==> config.mk <==
export PLATFORM = sky130hd
export DESIGN_NAME = fetch_front
export DESIGN_NICKNAME = d
export VERILOG_FILES = /design/src/rtl/fetch_pkg.sv /design/src/rtl/pc_sequencer.sv /design/src/rtl/fetch_word_hold.sv /design/src/rtl/fetch_slot_pack.sv /design/src/rtl/fetch_front.sv
export VERILOG_INCLUDE_DIRS = /design/src /design/src/rtl
export SDC_FILE = /design/constraint.sdc
export NUM_CORES = 1
export LEC_CHECK = 0
export ABC_AREA = 1
export BUFFER_PORTS_ARGS = -buffer_cell sky130_fd_sc_hd__clkbuf_2
export CORE_AREA = 2 2 139 141
export DETAILED_ROUTE_END_ITERATION = 16
export DIE_AREA = 0 0 141 143
export GPL_TIMING_DRIVEN = 0
export PLACE_DENSITY = 0.85
export SETUP_SLACK_MARGIN = 0.02
export SLEW_MARGIN = 15
export SYNTH_ARGS = -nofsm -noshare
export SYNTH_HDL_FRONTEND = slang
export SYNTH_SLANG_ARGS = --single-unit
==> constraint.sdc <==
create_clock -name clk -period 11.9 [get_ports clk]
set_input_delay 1.19 -clock clk [delete_from_list [all_inputs] [get_ports clk]]
set_output_delay 1.19 -clock clk [all_outputs]
set_load 0.005 [all_outputs]
==> src/rtl/fetch_consts.svh <==
`ifndef FETCH_CONSTS_SVH
`define FETCH_CONSTS_SVH

// first address fetched out of reset
`define RESET_PC 32'hbfc0_0000

// general exception vector
`define EXC_ENTRY 32'hbfc0_0380

// one instruction pair per fetch
`define FETCH_STRIDE 32'd8

// slot 0 sits one word above slot 1
`define SLOT_STRIDE 32'd4

`endif

==> src/rtl/fetch_pkg.sv <==
package fetch_pkg;

    // address or instruction word
    typedef logic [31:0] word_t;

    // fetch response, low word is slot 1, high word is slot 0
    typedef logic [63:0] pair_t;

    // redirect sources, encoded so a larger value wins
    typedef enum logic [2:0] {
        REDIRECT_NONE   = 3'd0,
        REDIRECT_PRED   = 3'd1,
        REDIRECT_BRANCH = 3'd2,
        REDIRECT_ERET   = 3'd3,
        REDIRECT_EXC    = 3'd4
    } redirect_e;

    // per-slot fetch status
    typedef enum logic {
        FETCH_OK       = 1'b0,
        FETCH_ADDR_ERR = 1'b1
    } fetch_exc_e;

endpackage

==> src/rtl/pc_sequencer.sv <==
`include "fetch_consts.svh"

module pc_sequencer
    import fetch_pkg::*;
(
    input  logic  clk,
    input  logic  reset,
    input  logic  stall,
    input  logic  exc_taken,
    input  logic  eret,
    input  logic  branch_taken,
    input  logic  pred_taken,
    input  word_t epc,
    input  word_t branch_target,
    input  word_t pred_target,
    output word_t fetch_pc,
    output logic  fetch_misaligned
);

    // redirect requested in this cycle
    redirect_e cur_kind;
    word_t     cur_target;

    // strongest redirect seen while stalled
    redirect_e saved_kind;
    word_t     saved_target;

    word_t     pc_next;

    // classify the incoming pulses, highest priority first
    always_comb begin
        cur_kind   = REDIRECT_NONE;
        cur_target = '0;
        if (exc_taken) begin
            cur_kind   = REDIRECT_EXC;
            cur_target = `EXC_ENTRY;
        end else if (eret) begin
            cur_kind   = REDIRECT_ERET;
            cur_target = epc;
        end else if (branch_taken) begin
            cur_kind   = REDIRECT_BRANCH;
            cur_target = branch_target;
        end else if (pred_taken) begin
            cur_kind   = REDIRECT_PRED;
            cur_target = pred_target;
        end
    end

    // saved redirect wins unless a stronger one arrives now
    always_comb begin
        if (cur_kind > saved_kind) begin
            pc_next = cur_target;
        end else if (saved_kind != REDIRECT_NONE) begin
            pc_next = saved_target;
        end else begin
            // plain sequential pair step
            pc_next = fetch_pc + `FETCH_STRIDE;
        end
    end

    // kind of the saved redirect
    // only upgrades during a stall, cleared once fetch moves
    always_ff @(posedge clk) begin
        if (reset) begin
            saved_kind <= REDIRECT_NONE;
        end else if (!stall) begin
            saved_kind <= REDIRECT_NONE;
        end else if (cur_kind > saved_kind) begin
            saved_kind <= cur_kind;
        end
    end

    // target follows the kind
    always_ff @(posedge clk) begin
        if (stall && (cur_kind > saved_kind)) begin
            saved_target <= cur_target;
        end
    end

    // fetch pc, frozen under stall
    always_ff @(posedge clk) begin
        if (reset) begin
            fetch_pc <= `RESET_PC;
        end else if (!stall) begin
            fetch_pc <= pc_next;
        end
    end

    // low address bits must be zero for a word fetch
    assign fetch_misaligned = |fetch_pc[1:0];

    // a saved redirect is consumed by the first unstalled edge
    saved_consumed: assert property (
        @(posedge clk) disable iff (reset)
        !stall |=> saved_kind == REDIRECT_NONE
    );

endmodule

==> src/rtl/fetch_word_hold.sv <==
module fetch_word_hold
    import fetch_pkg::*;
(
    input  logic  clk,
    input  logic  reset,
    input  logic  stall,
    input  pair_t iresp_data,
    output logic  held_valid,
    output pair_t held_pair
);

    // first stalled cycle carries the real response
    logic capture;

    assign capture = stall && !held_valid;

    // hold flag, drops on the first edge with stall low
    always_ff @(posedge clk) begin
        if (reset) begin
            held_valid <= 1'b0;
        end else if (capture) begin
            held_valid <= 1'b1;
        end else if (!stall) begin
            held_valid <= 1'b0;
        end
    end

    // memory data may wander while the address repeats
    always_ff @(posedge clk) begin
        if (capture) begin
            held_pair <= iresp_data;
        end
    end

    // held response stays put for the whole stall
    held_stable: assert property (
        @(posedge clk) disable iff (reset)
        held_valid ##1 held_valid |-> $stable(held_pair)
    );

endmodule

==> src/rtl/fetch_slot_pack.sv <==
`include "fetch_consts.svh"

module fetch_slot_pack
    import fetch_pkg::*;
(
    input  logic       clk,
    input  logic       reset,
    input  logic       stall,
    input  logic       flush,
    input  logic       fetch_misaligned,
    input  logic       held_valid,
    input  word_t      fetch_pc,
    input  pair_t      iresp_data,
    input  pair_t      held_pair,
    output logic       slot_valid,
    output fetch_exc_e slot_exc,
    output word_t      slot1_pc,
    output word_t      slot1_instr,
    output word_t      slot0_pc,
    output word_t      slot0_instr
);

    // flush seen at the last accepting edge
    logic  flush_d;
    // response in use this cycle
    pair_t pair;

    // fetch-1 register, loads on every accepting edge
    always_ff @(posedge clk) begin
        if (reset) begin
            slot_valid <= 1'b0;
            slot_exc   <= FETCH_OK;
            flush_d    <= 1'b0;
            slot1_pc   <= '0;
            slot0_pc   <= '0;
        end else if (!stall) begin
            slot_valid <= !flush;
            // a squashed fetch reports no exception
            slot_exc   <= (fetch_misaligned && !flush) ? FETCH_ADDR_ERR : FETCH_OK;
            flush_d    <= flush;
            slot1_pc   <= fetch_pc;
            slot0_pc   <= fetch_pc + `SLOT_STRIDE;
        end
    end

    // captured copy beats the live bus
    assign pair = held_valid ? held_pair : iresp_data;

    // slot 1, low word
    // zero for a squashed or misaligned fetch
    always_comb begin
        if (flush_d || (slot_exc == FETCH_ADDR_ERR)) begin
            slot1_instr = '0;
        end else begin
            slot1_instr = pair[31:0];
        end
    end

    // slot 0, high word
    always_comb begin
        if (flush_d) begin
            slot0_instr = '0;
        end else begin
            slot0_instr = pair[63:32];
        end
    end

    // no exception on an empty slot pair
    exc_needs_valid: assert property (
        @(posedge clk) disable iff (reset)
        !slot_valid |-> slot_exc == FETCH_OK
    );

endmodule

==> src/rtl/fetch_front.sv <==
module fetch_front
    import fetch_pkg::*;
(
    input  logic       clk,
    input  logic       reset,
    input  logic       stall,
    input  logic       flush,
    input  logic       exc_taken,
    input  logic       eret,
    input  word_t      epc,
    input  logic       branch_taken,
    input  word_t      branch_target,
    input  logic       pred_taken,
    input  word_t      pred_target,
    input  pair_t      iresp_data,
    output word_t      ireq_addr,
    output logic       ireq_valid,
    output logic       slot_valid,
    output fetch_exc_e slot_exc,
    output word_t      slot1_pc,
    output word_t      slot1_instr,
    output word_t      slot0_pc,
    output word_t      slot0_instr
);

    word_t fetch_pc;
    logic  fetch_misaligned;
    logic  held_valid;
    pair_t held_pair;

    // pc stage
    pc_sequencer u_pc_sequencer (
        .clk              (clk),
        .reset            (reset),
        .stall            (stall),
        .exc_taken        (exc_taken),
        .eret             (eret),
        .branch_taken     (branch_taken),
        .pred_taken       (pred_taken),
        .epc              (epc),
        .branch_target    (branch_target),
        .pred_target      (pred_target),
        .fetch_pc         (fetch_pc),
        .fetch_misaligned (fetch_misaligned)
    );

    // request goes out straight from the pc register
    assign ireq_addr  = fetch_pc;
    // no bus request for a misaligned pc
    assign ireq_valid = !fetch_misaligned;

    // response capture across stalls
    fetch_word_hold u_fetch_word_hold (
        .clk        (clk),
        .reset      (reset),
        .stall      (stall),
        .iresp_data (iresp_data),
        .held_valid (held_valid),
        .held_pair  (held_pair)
    );

    // fetch-1 register and slot assembly
    fetch_slot_pack u_fetch_slot_pack (
        .clk              (clk),
        .reset            (reset),
        .stall            (stall),
        .flush            (flush),
        .fetch_misaligned (fetch_misaligned),
        .held_valid       (held_valid),
        .fetch_pc         (fetch_pc),
        .iresp_data       (iresp_data),
        .held_pair        (held_pair),
        .slot_valid       (slot_valid),
        .slot_exc         (slot_exc),
        .slot1_pc         (slot1_pc),
        .slot1_instr      (slot1_instr),
        .slot0_pc         (slot0_pc),
        .slot0_instr      (slot0_instr)
    );

endmodule

==> key figures <==
Status
  – Outcome: complete, no violations

Finish
  – Synth-to-Final Area Change: 26.0%
  – # fillers: ~1600
  – Most frequent cells in the layout: nand2_1 (340), clkbuf_2 (330), nor2_1 (204)
  – Share of cells above drive strength 1: between 20% and 30%
  – Finished Core Util: just under 70%
  – Final Net Count: approximately 1900
  – Commonest non-fill, non-tap cell in the layout: nand2_1
  – Multi-input logic area: ~4500 um^2
  – Reg area: 4900 um^2
  – ANT cells: 0

Floorplan
  – Core area: roughly 19000 um^2
  – Row cnt: 50
  – Initial Util: a little over half
  – Die Y: around 140 um
  – I/O pin count: approximately 330
  – Die area: slightly above 20000 um^2
  – Die width: roughly 140 um

STA
  – Rel. slew slack: 48.2%
  – Tcrit/Tclk final: 30.6%
  – Measured slew at the worst slew-check pin: between 0.7 and 0.8 ns
  – Fin. Hold Viols: 0
  – Final hold slack: 0.462 ns
  – Clk_skew: 0.0102 ns
  – Fin crit period: between 3 and 4 ns
  – Max-slew violation count: 0
  – Setup Viol. Count Final: 0
  – RSZ-0062 raised after global routing: no
  – Setup tns final: 0 ns
  – F_max: 275 MHz

Power and ir drop
  – Pwr dens: about 140 nW/um^2
  – Leakage power: slightly below 0.006 uW
  – Max VDD drop: 0.119 mV

Worst setup path
  – Crit path max-delay cell type: nor2_4
  – CP endpoint kind: register
  – Crit Path Class: in2reg
  – Critical path arrival: roughly 3.8 ns
  – Critical Path RT: roughly 12 ns
  – Crit-path cells: clkbuf_2, buf_2, clkbuf_1, nor2_1, nor2_1, inv_1, ha_1, o21ai_0, nand2_1, buf_2, buf_4, nor2_4, buf_16
  – Worst path max stage delay: 0.47 ns
  – R2R depth: 9
  – Critical Path Fanout Max: 17
  – Critical path launch point type: primary input

Min path
  – Hold crit path type: reg2reg
  – Worst hold stages: 2

Yosys
  – Synth cell types: 39
  – Syn_nets: between 1500 and 2000
  – Syn avg cell area: 7.64 um^2
  – Share of synthesized cell area in full adder, half adder and majority cells: less than 1%
  – Yosys Warn Count: 0
  – Main combinational cell family by area after synthesis: simple AND/OR/NAND/NOR gates
  – Synth Cell Area: between 10000 and 15000 um^2
  – FF+latch count, synth: between 150 and 200
  – Mux share of post-synthesis cell area: 0%
  – XOR/XNOR Fraction of Synth Area: under 10%
  – Synth Area in Simple Gates: roughly a quarter
  – Seq/Total Area, Yosys: between 40% and 50%
  – Synth Area in Compound Gates: between 10% and 20%
  – Post-synthesis instance total: roughly 1300

Placement
  – Dpl hpwl: 27100 um
  – Placer Congestion: between 0.9 and 1
  – Port bufs: about 330

CTS
  – # clock sinks: roughly 200
  – # resized after CTS: 0
  – Setup bufs post-CTS: 0
  – Clock transition at the registers of the reported paths: about 0.08 ns
  – Clk buf depth: 2
  – CTS buffer count: 17
  – CTS tree: built
  – Htree depth: 4
  – Clk_lat worst skew: 0.43 ns
  – # hold bufs at CTS: 0
  – Root Driver: clkbuf_16

Detailed routing
  – Drt via density: about 5.6
  – Routed Antenna Nets: 0
  – Via count: approximately 11000
  – WL final: about 35000 um
  – Average wire per standard cell: 18.1 um
  – DR DRC count: 0
  – TritonRoute pass-1 iters: 5
  – Iteration-0 DRC Markers: a little under 800

Global routing
  – GR Util All Layers: between 30% and 40%
  – Largest net degree at the start of global routing: 31
  – Initial antenna violation count: 0
  – Number of global-route vias before repair: approximately 10000
  – Global-route wire length before repair: 53200 um
  – GRT overflow: 0

Job
  – Max Cap Viol: 0
==> state kept, by name, summed over array words and instances, names as in the netlist <==
signal / cells
u_fetch_slot_pack.flush_d: 1
u_fetch_slot_pack.slot0_pc: 32
u_fetch_slot_pack.slot1_pc: 30
u_fetch_slot_pack.slot_exc: 1
u_fetch_slot_pack.slot_valid: 1
u_fetch_word_hold.held_pair: 64
u_fetch_word_hold.held_valid: 1
u_pc_sequencer.fetch_pc: 32
u_pc_sequencer.saved_kind: 3
u_pc_sequencer.saved_target: 32
==> area by class of cell <==
type                            count  area share (%)
Buffer                             81            3.19
Clock buffer                       17            3.33
Clock inverter                     15            1.45
Inverter                           85            2.50
Multi-Input combinational cell    965            35.4
Sequential cell                   197            38.4
Tap cell                          234            2.29
Timing Repair Buffer              332            13.4
==> cell usage after synthesis <==
library cell	n	share of area (%)
a211oi_1	2	0.15
a21boi_0	2	0.15
a21oi_1	119	5.9
a22o_1	4	0.35
a22o_2	1	0.099
a22oi_1	9	0.67
a31o_2	5	0.43
a31oi_1	4	0.25
buf_1	3	0.11
buf_2	29	1.4
buf_4	5	0.37
buf_6	1	0.11
clkbuf_1	38	1.4
clkbuf_2	1	0.049
clkbuf_8	4	0.54
dfxtp_1	101	20
edfxtp_1	96	28
ha_1	5	0.62
inv_1	80	3.0
inv_2	5	0.19
nand2_1	340	13
nand2_2	11	0.68
nand2_4	3	0.33
nand3_1	49	2.4
nand3_2	3	0.30
nand4_1	3	0.19
nor2_1	206	7.6
nor2_2	10	0.62
nor2_4	9	1.0
nor3_1	1	0.049
nor3_2	2	0.20
nor3_4	2	0.32
o211ai_1	9	0.67
o21ai_0	136	6.7
o21ai_1	9	0.44
o221ai_1	5	0.43
o31ai_1	2	0.15
xnor2_1	1	0.086
xor2_1	13	1.1
==> critical path: cells and delay by family <==
family / cells / cell delay [ns]
buffers and inverters: 7 / 1.43
AND/OR/NAND/NOR: 4 / 0.81
adder cells (fa/ha/maj): 1 / 0.17
AO/OA/AOI/OAI: 1 / 0.15
==> per-stage QoR <==
step / setup slack, ns / instance area (um^2) / cells / total power [uW]
after floorplan: 7.29 / 10100 / 1328 / 1020
after global placement: 5.88 / 12100 / 1891 / 1190
after detailed placement: 7.82 / 12200 / 1894 / 1210
after CTS: 8.27 / 12800 / 1926 / 1790
after global routing: 8.03 / 12800 / 1926 / 1870
final: 8.26 / 12800 / 1926 / 1800
==> metal layers <==
| layer | up-vias | routed length, um | global-route usage [%] |
|---|---|---|---|
| li1 | 5099 | - | - |
| met1 | 4983 | 13000 | 40.7 |
| met2 | 613 | 16700 | 58.6 |
| met3 | 113 | 3400 | 7.48 |
| met4 | 0 | 1790 | 18.0 |
| met5 | - | 0 | 0 |
==> final timing paths <==
check	startpoint	end	slack, ns
setup / recovery	eret	u_pc_sequencer.saved_target[27]	8.26
hold reg to reg	u_fetch_slot_pack.slot1_pc[6]	u_fetch_slot_pack.slot1_pc[6]	0.46
setup reg to reg	u_pc_sequencer.saved_kind[2]	u_pc_sequencer.saved_target[27]	9.38
hold / removal	u_fetch_slot_pack.slot1_pc[6]	u_fetch_slot_pack.slot1_pc[6]	0.46
==> power by group <==
| part | switching [uW] | internal, uW | total, uW |
|---|---|---|---|
| clock | 291 | 304 | 595 |
| sequential | 46.6 | 769 | 815 |
| combinational | 243 | 142 | 385 |
| total | 580 | 1210 | 1800 |
==> cell families (layout without fill, tap and decap cells) <==
| group | Yosys count | count (layout) |
|---|---|---|
| DFF | 197 | 197 |
| adders and majority gates | 5 | 5 |
| AOI/OAI and AO/OA | 307 | 307 |
| and+or+nand+nor | 639 | 639 |
| xor gates and xnor gates | 14 | 14 |
| buffers and inverters | 166 | 530 |
Note: power is estimated with default switching activity, not from simulation.
